===== src/tut_pkg.sv =====
/*
 * Shared types and constants for the arcade front end.
 * Holds the keyboard, cabinet, host download, colour and
 * clock-management word layouts plus their fixed values.
 * Blocks refer to everything here by tut_pkg:: scoped names.
 */
package tut_pkg;

	// ================================================
	// Keyboard
	// ================================================

	// Host keyboard event, toggle flips once per event
	typedef struct packed {
		logic       toggle;
		logic       pressed;
		logic       extended;
		logic [7:0] code;
	} ps2_key_t;

	// Scan codes of the cabinet keys
	localparam logic [7:0] KEY_START1  = 8'h16;
	localparam logic [7:0] KEY_START2  = 8'h1E;
	localparam logic [7:0] KEY_COIN1   = 8'h2E;
	localparam logic [7:0] KEY_COIN2   = 8'h36;
	localparam logic [7:0] KEY_SERVICE = 8'h46;
	localparam logic [7:0] KEY_PAUSE   = 8'h4D;
	localparam logic [7:0] KEY_UP      = 8'h75;
	localparam logic [7:0] KEY_DOWN    = 8'h72;
	localparam logic [7:0] KEY_LEFT    = 8'h6B;
	localparam logic [7:0] KEY_RIGHT   = 8'h74;
	localparam logic [7:0] KEY_FIRE    = 8'h14;

	// Bit positions inside a joystick word
	localparam int JOY_RIGHT  = 0;
	localparam int JOY_LEFT   = 1;
	localparam int JOY_DOWN   = 2;
	localparam int JOY_UP     = 3;
	localparam int JOY_FIRE   = 4;
	localparam int JOY_START1 = 5;
	localparam int JOY_COIN1  = 6;
	localparam int JOY_START2 = 7;
	localparam int JOY_PAUSE  = 8;

	// Cabinet controls, every bit active low
	typedef struct packed {
		logic [1:0] coin;      // {coin2, coin1}
		logic [1:0] start;     // {start2, start1}
		logic [3:0] p1_joy;    // {right, left, down, up}
		logic [3:0] p2_joy;
		logic       p1_fire;
		logic       p2_fire;
		logic       service;
		logic       pause;     // for a later pause block
	} cabinet_t;

	// ================================================
	// Host download and DIP switches
	// ================================================

	typedef struct packed {
		logic        wr;
		logic [24:0] addr;
		logic [7:0]  dout;
		logic [7:0]  index;
	} ioctl_t;

	localparam logic [7:0] DIP_INDEX = 8'd254;
	localparam int DIP_BYTES = 8;
	localparam int DIP_SEL_W = 3;   // Slot select bits of the address

	// ================================================
	// Video colour
	// ================================================

	typedef struct packed {
		logic [4:0] r;
		logic [4:0] g;
		logic [4:0] b;
	} rgb5_t;

	typedef struct packed {
		logic [7:0] r;
		logic [7:0] g;
		logic [7:0] b;
	} rgb8_t;

	// Resistor ladder weights, gun bit 0 first; they add up to FF
	localparam logic [7:0] TONE_W0 = 8'h19;
	localparam logic [7:0] TONE_W1 = 8'h24;
	localparam logic [7:0] TONE_W2 = 8'h35;
	localparam logic [7:0] TONE_W3 = 8'h40;
	localparam logic [7:0] TONE_W4 = 8'h4D;

	// ================================================
	// Clock reconfiguration
	// ================================================

	// Management write port of the reconfiguration block
	typedef struct packed {
		logic        write;
		logic [5:0]  address;
		logic [31:0] data;
	} pll_cfg_t;

	localparam logic [5:0] CFG_ADDR_MODE  = 6'd0;
	localparam logic [5:0] CFG_ADDR_MCNT  = 6'd7;
	localparam logic [5:0] CFG_ADDR_START = 6'd2;

	// M counter for native and underclocked speed
	localparam logic [31:0] MCNT_NATIVE = 32'd3639383488;
	localparam logic [31:0] MCNT_UNDER  = 32'd3268298314;

	// Sequence steps that carry a write
	localparam int SEQ_W = 3;
	localparam logic [SEQ_W-1:0] STEP_MODE  = 3'd1;
	localparam logic [SEQ_W-1:0] STEP_MCNT  = 3'd5;
	localparam logic [SEQ_W-1:0] STEP_START = 3'd7;

endpackage


===== src/cabinet_inputs.sv =====
/*
 * Cabinet control merge.
 * Keyboard events set or clear one held button per known scan code.
 * Held buttons are ORed with the joystick words and inverted into
 * the active-low cabinet word. Key events show one edge later and
 * joystick changes show in the same cycle.
 */
module cabinet_inputs (
	input  logic              CLK_49M,
	input  logic              reset,
	input  tut_pkg::ps2_key_t ps2_key,
	input  logic [15:0]       joystick_0,
	input  logic [15:0]       joystick_1,
	output tut_pkg::cabinet_t cabinet
);

	// Held keyboard buttons as active-high flags
	typedef struct packed {
		logic start1;
		logic start2;
		logic coin1;
		logic coin2;
		logic service;
		logic pause;
		logic up;
		logic down;
		logic left;
		logic right;
		logic fire;
	} kbd_btn_t;

	kbd_btn_t    btn;
	logic        toggle_q;
	logic        key_event;
	logic [15:0] joy_any;

	// ================================================
	// Keyboard decode
	// ================================================

	// New event whenever the toggle bit moves
	assign key_event = ps2_key.toggle != toggle_q;

	always_ff @(posedge CLK_49M) begin
		// Toggle value of the previous edge
		toggle_q <= ps2_key.toggle;
		if (reset) begin
			btn <= '0;
		end else if (key_event) begin
			case (ps2_key.code)
				tut_pkg::KEY_START1:  btn.start1  <= ps2_key.pressed;
				tut_pkg::KEY_START2:  btn.start2  <= ps2_key.pressed;
				tut_pkg::KEY_COIN1:   btn.coin1   <= ps2_key.pressed;
				tut_pkg::KEY_COIN2:   btn.coin2   <= ps2_key.pressed;
				tut_pkg::KEY_SERVICE: btn.service <= ps2_key.pressed;
				tut_pkg::KEY_PAUSE:   btn.pause   <= ps2_key.pressed;
				tut_pkg::KEY_UP:      btn.up      <= ps2_key.pressed;
				tut_pkg::KEY_DOWN:    btn.down    <= ps2_key.pressed;
				tut_pkg::KEY_LEFT:    btn.left    <= ps2_key.pressed;
				tut_pkg::KEY_RIGHT:   btn.right   <= ps2_key.pressed;
				tut_pkg::KEY_FIRE:    btn.fire    <= ps2_key.pressed;
				default: ;            // Other codes ignored
			endcase
		end
	end

	// ================================================
	// Merge with joysticks
	// ================================================

	// Start, coin 1 and pause accept either stick
	assign joy_any = joystick_0 | joystick_1;

	// One player's active-low directions {right, left, down, up}
	function automatic logic [3:0] dir_n(input kbd_btn_t k, input logic [15:0] joy);
		dir_n = ~{k.right | joy[tut_pkg::JOY_RIGHT],
		          k.left  | joy[tut_pkg::JOY_LEFT],
		          k.down  | joy[tut_pkg::JOY_DOWN],
		          k.up    | joy[tut_pkg::JOY_UP]};
	endfunction

	always_comb begin
		cabinet.coin    = ~{btn.coin2, btn.coin1 | joy_any[tut_pkg::JOY_COIN1]};
		cabinet.start   = ~{btn.start2 | joy_any[tut_pkg::JOY_START2],
		                    btn.start1 | joy_any[tut_pkg::JOY_START1]};
		// Keyboard drives both players
		cabinet.p1_joy  = dir_n(btn, joystick_0);
		cabinet.p2_joy  = dir_n(btn, joystick_1);
		cabinet.p1_fire = ~(btn.fire | joystick_0[tut_pkg::JOY_FIRE]);
		cabinet.p2_fire = ~(btn.fire | joystick_1[tut_pkg::JOY_FIRE]);
		// Service key only on the keyboard
		cabinet.service = ~btn.service;
		cabinet.pause   = ~(btn.pause | joy_any[tut_pkg::JOY_PAUSE]);
	end

endmodule


===== src/dip_loader.sv =====
/*
 * DIP switch capture from the host download stream.
 * Bytes sent on the DIP index fill an eight-slot register file.
 * The board reads the first two slots as active-low banks.
 */
module dip_loader (
	input  logic            CLK_49M,
	input  logic            reset,
	input  tut_pkg::ioctl_t ioctl,
	output logic [15:0]     dip_sw
);

	logic [7:0] slot [tut_pkg::DIP_BYTES];
	logic       dip_wr;

	// DIP index and an address inside the first eight bytes
	assign dip_wr = ioctl.wr && (ioctl.index == tut_pkg::DIP_INDEX) &&
	                (ioctl.addr[24:tut_pkg::DIP_SEL_W] == '0);

	always_ff @(posedge CLK_49M) begin
		if (reset) begin
			for (int i = 0; i < tut_pkg::DIP_BYTES; i++) begin
				slot[i] <= '0;
			end
		end else if (dip_wr) begin
			slot[ioctl.addr[tut_pkg::DIP_SEL_W-1:0]] <= ioctl.dout;
		end
	end

	// Bank 1 upper, bank 0 lower
	assign dip_sw = {~slot[1], ~slot[0]};

endmodule


===== src/color_dac.sv =====
/*
 * Colour gun to 8-bit level conversion.
 * Each 5-bit gun is weighted bit by bit like the board's resistor
 * ladder and the three results are registered, one cycle latency.
 */
module color_dac (
	input  logic           CLK_49M,
	input  logic           reset,
	input  tut_pkg::rgb5_t gun_in,
	output tut_pkg::rgb8_t gun_out
);

	tut_pkg::rgb8_t level;

	// Sum of weights of the set bits, peaks at FF
	function automatic logic [7:0] tone(input logic [4:0] gun);
		logic [7:0] sum;
		sum = '0;
		if (gun[0]) sum = sum + tut_pkg::TONE_W0;
		if (gun[1]) sum = sum + tut_pkg::TONE_W1;
		if (gun[2]) sum = sum + tut_pkg::TONE_W2;
		if (gun[3]) sum = sum + tut_pkg::TONE_W3;
		if (gun[4]) sum = sum + tut_pkg::TONE_W4;
		return sum;
	endfunction

	// Same ladder on all three guns
	always_comb begin
		level.r = tone(gun_in.r);
		level.g = tone(gun_in.g);
		level.b = tone(gun_in.b);
	end

	// Output stage
	always_ff @(posedge CLK_49M) begin
		if (reset) begin
			gun_out <= '0;
		end else begin
			gun_out <= level;
		end
	end

endmodule


===== src/clock_reconfig_seq.sv =====
/*
 * Clock reconfiguration sequencer.
 * The underclock request is synchronised and, on a settled change,
 * a step counter walks through eight steps issuing three management
 * writes: mode, M counter and start. The management port stalls the
 * walk with waitrequest.
 */
module clock_reconfig_seq (
	input  logic              CLK_49M,
	input  logic              reset,
	input  logic              underclock,
	input  logic              cfg_waitrequest,
	output tut_pkg::pll_cfg_t pll_cfg
);

	logic                      uc_meta;
	logic                      uc_sync;
	logic                      uc_accepted;
	logic [tut_pkg::SEQ_W-1:0] step;
	logic                      write_step;

	// Steps that end in a management write
	assign write_step = (step == tut_pkg::STEP_MODE) ||
	                    (step == tut_pkg::STEP_MCNT) ||
	                    (step == tut_pkg::STEP_START);

	// ================================================
	// Request detect and step counter
	// ================================================

	always_ff @(posedge CLK_49M) begin
		if (reset) begin
			uc_meta       <= 1'b0;
			uc_sync       <= 1'b0;
			uc_accepted   <= 1'b0;
			step          <= '0;
			pll_cfg.write <= 1'b0;
		end else begin
			// Two stage synchroniser
			uc_meta <= underclock;
			uc_sync <= uc_meta;

			// Write strobe lasts one cycle
			pll_cfg.write <= 1'b0;

			// Stable and new, restart the sequence
			if ((uc_sync == uc_meta) && (uc_sync != uc_accepted)) begin
				step        <= tut_pkg::STEP_MODE;
				uc_accepted <= uc_sync;
			end

			// Advance only while the port is free; 7 rolls to idle
			if (!cfg_waitrequest) begin
				if (step != '0)
					step <= step + 1'b1;
				pll_cfg.write <= write_step;
			end
		end
	end

	// ================================================
	// Write payload
	// ================================================

	always_ff @(posedge CLK_49M) begin
		if (!cfg_waitrequest) begin
			case (step)
				tut_pkg::STEP_MODE: begin
					pll_cfg.address <= tut_pkg::CFG_ADDR_MODE;
					pll_cfg.data    <= '0;
				end
				tut_pkg::STEP_MCNT: begin
					// Counter picked by the latched request
					pll_cfg.address <= tut_pkg::CFG_ADDR_MCNT;
					pll_cfg.data    <= uc_accepted ? tut_pkg::MCNT_UNDER
					                               : tut_pkg::MCNT_NATIVE;
				end
				tut_pkg::STEP_START: begin
					pll_cfg.address <= tut_pkg::CFG_ADDR_START;
					pll_cfg.data    <= '0;
				end
				default: ;
			endcase
		end
	end

endmodule


===== src/tut_frontend.sv =====
/*
 * Board interface front end of the arcade core.
 * Four independent blocks share the clock and reset: cabinet
 * controls, DIP switch loading, colour conversion and the clock
 * reconfiguration sequencer. Each is driven only from top ports.
 */
module tut_frontend (
	input  logic              CLK_49M,
	input  logic              reset,

	// Host inputs
	input  tut_pkg::ps2_key_t ps2_key,
	input  logic [15:0]       joystick_0,
	input  logic [15:0]       joystick_1,
	input  tut_pkg::ioctl_t   ioctl,

	// Game board video
	input  tut_pkg::rgb5_t    gun_in,

	// Speed select and management port status
	input  logic              underclock,
	input  logic              cfg_waitrequest,

	// Towards the board and the display
	output tut_pkg::cabinet_t cabinet,
	output logic [15:0]       dip_sw,
	output tut_pkg::rgb8_t    gun_out,
	output tut_pkg::pll_cfg_t pll_cfg
);

	// ================================================
	// Controls and switches
	// ================================================

	cabinet_inputs cabinet_inputs_inst (
		.CLK_49M    (CLK_49M),
		.reset      (reset),
		.ps2_key    (ps2_key),
		.joystick_0 (joystick_0),
		.joystick_1 (joystick_1),
		.cabinet    (cabinet)
	);

	dip_loader dip_loader_inst (
		.CLK_49M (CLK_49M),
		.reset   (reset),
		.ioctl   (ioctl),
		.dip_sw  (dip_sw)
	);

	// ================================================
	// Video and clocking
	// ================================================

	color_dac color_dac_inst (
		.CLK_49M (CLK_49M),
		.reset   (reset),
		.gun_in  (gun_in),
		.gun_out (gun_out)
	);

	// Native or underclocked system clock
	clock_reconfig_seq clock_reconfig_seq_inst (
		.CLK_49M         (CLK_49M),
		.reset           (reset),
		.underclock      (underclock),
		.cfg_waitrequest (cfg_waitrequest),
		.pll_cfg         (pll_cfg)
	);

endmodule


===== config.mk =====
export PLATFORM = sky130hd
export DESIGN_NAME = tut_frontend
export DESIGN_NICKNAME = d
export VERILOG_FILES = /design/src/tut_pkg.sv /design/src/cabinet_inputs.sv /design/src/dip_loader.sv /design/src/color_dac.sv /design/src/clock_reconfig_seq.sv /design/src/tut_frontend.sv
export SDC_FILE = /design/constraint.sdc
export NUM_CORES = 1
export LEC_CHECK = 0
export BUFFER_PORTS_ARGS = -buffer_cell sky130_fd_sc_hd__buf_2
export CAP_MARGIN = 25
export CORE_ASPECT_RATIO = 1.5
export CORE_UTILIZATION = 50
export CTS_CLUSTER_SIZE = 30
export DETAILED_ROUTE_END_ITERATION = 8
export PLACE_DENSITY = 0.95
export SLEW_MARGIN = 20
export SYNTH_ARGS = -nofsm -noshare
export SYNTH_HDL_FRONTEND = slang
export SYNTH_HIERARCHICAL = 1
export SYNTH_SLANG_ARGS = --single-unit

===== constraint.sdc =====
create_clock -name CLK_49M -period 6.05 [get_ports CLK_49M]
set_input_delay 1.815 -clock CLK_49M [delete_from_list [all_inputs] [get_ports CLK_49M]]
set_output_delay 1.815 -clock CLK_49M [all_outputs]
set_load 0.1 [all_outputs]

==> qor.json <==
{
  "max-vdd-ir-drop": {"value": 148, "unit": "uV"},
  "fin_worst_hold_slack": {"value": 0.487, "unit": "ns"},
  "design.core.area": {"value": 0.00796, "unit": "mm^2"},
  "grt_first_pass_wirelength": {"value": 15.3, "unit": "mm"},
  "critPathArrivalTime": {"value": 2.59, "unit": "ns"},
  "drt_first_iter_violations": {"value": 199},
  "dieWidth": {"value": 75.8, "unit": "um"},
  "clock_period_minus_worst_slack": {"value": 4.40, "unit": "ns"},
  "share_of_synthesized_cell_area_in_full_adder_half_adder_and_majority_cells": {"value": 6.74, "unit": "%"},
  "final-hold-violation-count": {"value": 0},
  "synth.lib_cells_used.distinct": {"value": 70},
  "area.growth.synth_to_final": {"value": 24.5, "unit": "%"},
  "fillers": {"value": 635},
  "die-area": {"value": 0.00854, "unit": "mm^2"},
  "finish.utilization": {"value": 63.9, "unit": "%"},
  "ctsHoldBuffers": {"value": 0},
  "synth_area_per_cell": {"value": 9.47, "unit": "um^2"},
  "route.layer.met1.wl": {"value": 3.67, "unit": "mm"},
  "share_of_the_synthesized_netlist_area_taken_by_xor_and_xnor_gates": {"value": 3.00, "unit": "%"},
  "synth-seq-area-share": {"value": 35.8, "unit": "%"},
  "routed_wl": {"value": 10.0, "unit": "mm"},
  "setup_ws_post_layout": {"value": 1.65, "unit": "ns"},
  "routability_cong": {"value": 0.848},
  "slew_viol_final": {"value": 0},
  "post_synth_most_frequent_cells": {"value": "45 x sky130_fd_sc_hd__inv_1, 43 x sky130_fd_sc_hd__dfxtp_1, 41 x sky130_fd_sc_hd__nor2_1, 34 x sky130_fd_sc_hd__buf_4, 22 x sky130_fd_sc_hd__ha_1"},
  "final_design_area_no_fill": {"value": 0.00508, "unit": "mm^2"},
  "power_per_cell_area": {"value": 280, "unit": "mW/mm^2"},
  "cts_root_buffer": {"value": "sky130_fd_sc_hd__clkbuf_16"},
  "fp-row-count": {"value": 40},
  "postSynthCellCount": {"value": 431},
  "grt_antenna_before_repair": {"value": 0},
  "dpl-instance-area": {"value": 0.00479, "unit": "mm^2"},
  "multi_input_comb_area": {"value": 0.00215, "unit": "mm^2"},
  "initial_core_util": {"value": 51.3, "unit": "%"},
  "tritoncts": {"value": "done"},
  "status": {"value": "finished, final reports clean"},
  "post-route-drc-count": {"value": 0},
  "grt_usage": {"value": 24.0, "unit": "%"},
  "post_synth_instance_area": {"value": 0.00408, "unit": "mm^2"},
  "final-seq-area": {"value": 0.00146, "unit": "mm^2"},
  "worstPathRequired": {"value": 4.24, "unit": "ns"},
  "finalSetupTns": {"value": 0, "unit": "ns"},
  "crit_path_start_kind": {"value": "primary input"},
  "yosys_warnings": {"value": 6},
  "antenna_left": {"value": 0},
  "clk_transition_reported_paths": {"value": 0.05, "unit": "ns"},
  "dr.pass1.iters": {"value": 5},
  "post-synth-top-area-cell": {"value": "sky130_fd_sc_hd__dfxtp_1"},
  "grt_setup_unrepaired": {"value": "no"},
  "cts_resized": {"value": 0},
  "post_synth_mux_area_share": {"value": 4.90, "unit": "%"},
  "wl_per_cell": {"value": 14.6, "unit": "um"},
  "postCtsSetupBuffers": {"value": 0},
  "pre_cts_ws": {"value": 1.63, "unit": "ns"},
  "fin_skew": {"value": 0.00462, "unit": "ns"},
  "final_layout_size_suffix_gt1_share": {"value": 37.5, "unit": "%"},
  "die_h": {"value": 113, "unit": "um"},
  "antenna-diode-count": {"value": 0},
  "power.static_leakage": {"value": 2.45, "unit": "nW"},
  "post-layout-total-power": {"value": 1.42, "unit": "mW"},
  "num-nets-final": {"value": 703},
  "htreeDepth": {"value": 3},
  "num_vias": {"value": 3646},
  "clk_path_buf_depth": {"value": 2},
  "ys_seq_elements": {"value": 63},
  "grt_overflow": {"value": 0},
  "post-dp-hpwl": {"value": 7.72, "unit": "mm"},
  "port-buffer-count": {"value": 169},
  "synth_compound_gate_area_share": {"value": 10.8, "unit": "%"},
  "synthArstFlopShare": {"value": 0, "unit": "%"},
  "synth_edf_count": {"value": 20},
  "routed-wl-met2": {"value": 5.52, "unit": "mm"},
  "timing.final.setup_violations": {"value": 0},
  "fmaxAchievable": {"value": 227, "unit": "MHz"},
  "fin_crit_sh": {"value": 72.8, "unit": "%"},
  "grt_max_degree": {"value": 53},
  "largest_fanout_of_any_net_on_the_critical_path": {"value": 1},
  "max-slew-margin-rel": {"value": 49.7, "unit": "%"},
  "hp-class": {"value": "flop to flop"},
  "synth_top_family_by_area": {"value": "simple AND/OR/NAND/NOR gates"},
  "met3_wirelength": {"value": 521, "unit": "um"},
  "numCtsBuffers": {"value": 9},
  "timing_worst_slew_pin_value": {"value": 0.751, "unit": "ns"},
  "dominantRegCellSynth": {"value": "sky130_fd_sc_hd__dfxtp_1"},
  "synth.top_cell.area_share": {"value": 21.1, "unit": "%"},
  "via_count_of_the_first_global_routing_pass": {"value": 3508},
  "clock-sinks": {"value": 63},
  "max_cap_viol_count": {"value": 0},
  "synth-simple-area-share": {"value": 26.0, "unit": "%"},
  "synth_top_cells_by_area": {"value": "sky130_fd_sc_hd__dfxtp_1 21%, sky130_fd_sc_hd__edfxtp_1 15%, sky130_fd_sc_hd__ha_1 6.7%, sky130_fd_sc_hd__buf_4 6.3%, sky130_fd_sc_hd__nor4_2 4.3%"},
  "clock_insertion_delay_at_the_later_pin_of_the_skew_report": {"value": 0.33, "unit": "ns"},
  "finish.cell_count_without_fillers": {"value": 687},
  "timing.critical_path.to_type": {"value": "primary output"},
  "per_cell_via_count_in_the_routed_design": {"value": 5.31},
  "design.portCount": {"value": 199},
  "dpl.cell_count": {"value": 671},
  "setup.worst_path.class": {"value": "primary input to primary output"},
  "yosysMostFrequentCell": {"value": "sky130_fd_sc_hd__inv_1"},
  "route.top_layer_used": {"value": "met4"}
}
==> critical path: stages <==
cell                     delay (ns)
sky130_fd_sc_hd__buf_2         0.09
sky130_fd_sc_hd__nor3_1        0.21
sky130_fd_sc_hd__buf_2         0.47
==> sequential cells by signal, indices dropped and copies added (netlist names) <==
name / count
cabinet_inputs_inst/toggle_q: 1
clock_reconfig_seq_inst/step: 3
dip_loader_inst/slot: 16
clock_reconfig_seq_inst/uc_accepted: 1
clock_reconfig_seq_inst/uc_sync: 1
cabinet_inputs_inst/btn: 11
color_dac_inst/gun_out: 24
clock_reconfig_seq_inst/uc_meta: 1
clock_reconfig_seq_inst/pll_cfg: 5
==> layer usage <==
layer / vias to the layer above / GRT usage [%]
met3: 24 / 6.28
met4: 0 / 12.8
met5: - / 0
met1: 1703 / 22.5
li1: 1759 / -
met2: 160 / 44.5
==> placed cells by master (no fill, tap or decap), types with 5 or more instances in the layout <==
| cell | netlist | routed |
|---|---|---|
| sky130_fd_sc_hd__buf_2 | 7 | 171 |
| sky130_fd_sc_hd__inv_1 | 45 | 45 |
| sky130_fd_sc_hd__dfxtp_1 | 43 | 43 |
| sky130_fd_sc_hd__nor2_1 | 41 | 41 |
| sky130_fd_sc_hd__ha_1 | 22 | 22 |
| sky130_fd_sc_hd__edfxtp_1 | 20 | 20 |
| sky130_fd_sc_hd__nand2b_1 | 18 | 18 |
| sky130_fd_sc_hd__nand3_1 | 14 | 14 |
| sky130_fd_sc_hd__mux2i_1 | 14 | 14 |
| sky130_fd_sc_hd__conb_1 | 1 | 14 |
| sky130_fd_sc_hd__nor4_2 | 14 | 14 |
| sky130_fd_sc_hd__a21oi_1 | 13 | 13 |
| sky130_fd_sc_hd__xnor2_1 | 12 | 12 |
| sky130_fd_sc_hd__nand2_1 | 11 | 11 |
| sky130_fd_sc_hd__nor3_1 | 10 | 10 |
| sky130_fd_sc_hd__clkbuf_16 | 0 | 10 |
| sky130_fd_sc_hd__nor2b_1 | 10 | 10 |
| sky130_fd_sc_hd__nor4_1 | 6 | 6 |
| sky130_fd_sc_hd__and4b_1 | 5 | 5 |
| sky130_fd_sc_hd__a31oi_1 | 5 | 5 |
==> area by class of cell <==
type	instances	share of cell area, %
clock buffers	14	5.61
inverters	48	3.54
clock inverters	2	0.246
multi-input cells	283	42.3
well taps	105	2.58
flip-flops and latches	63	28.7
repair buffers	172	17.0
==> kinds of logic (layout without fill, tap and decap cells) <==
logic type | count (synthesis) | after routing
compound gates | 57 | 57
xor+xnor | 14 | 14
fa+ha+maj | 22 | 22
buf+inv | 98 | 236
flops | 63 | 63
mux | 19 | 19
other cells | 1 | 14
simple gates | 157 | 157
==> final timing paths <==
kind / depth (start not counted) / slack [ns] / startpoint / to
worst min-delay path: 2 / 0.49 / cabinet_inputs_inst/btn[8] / cabinet_inputs_inst/btn[8]
worst max-delay path: 3 / 1.65 / joystick_1[8] / cabinet[0]
worst min register to register: 2 / 0.49 / cabinet_inputs_inst/btn[8] / cabinet_inputs_inst/btn[8]
worst max register to register: 3 / 4.56 / cabinet_inputs_inst/toggle_q / cabinet_inputs_inst/btn[6]
==> power by group <==
part	switching [mW]	internal (mW)
clock	0.173	0.324
combinational	0.364	0.0943
sequential	0.00794	0.460
total	0.545	0.878
Note: power is estimated with default switching activity, not from simulation.
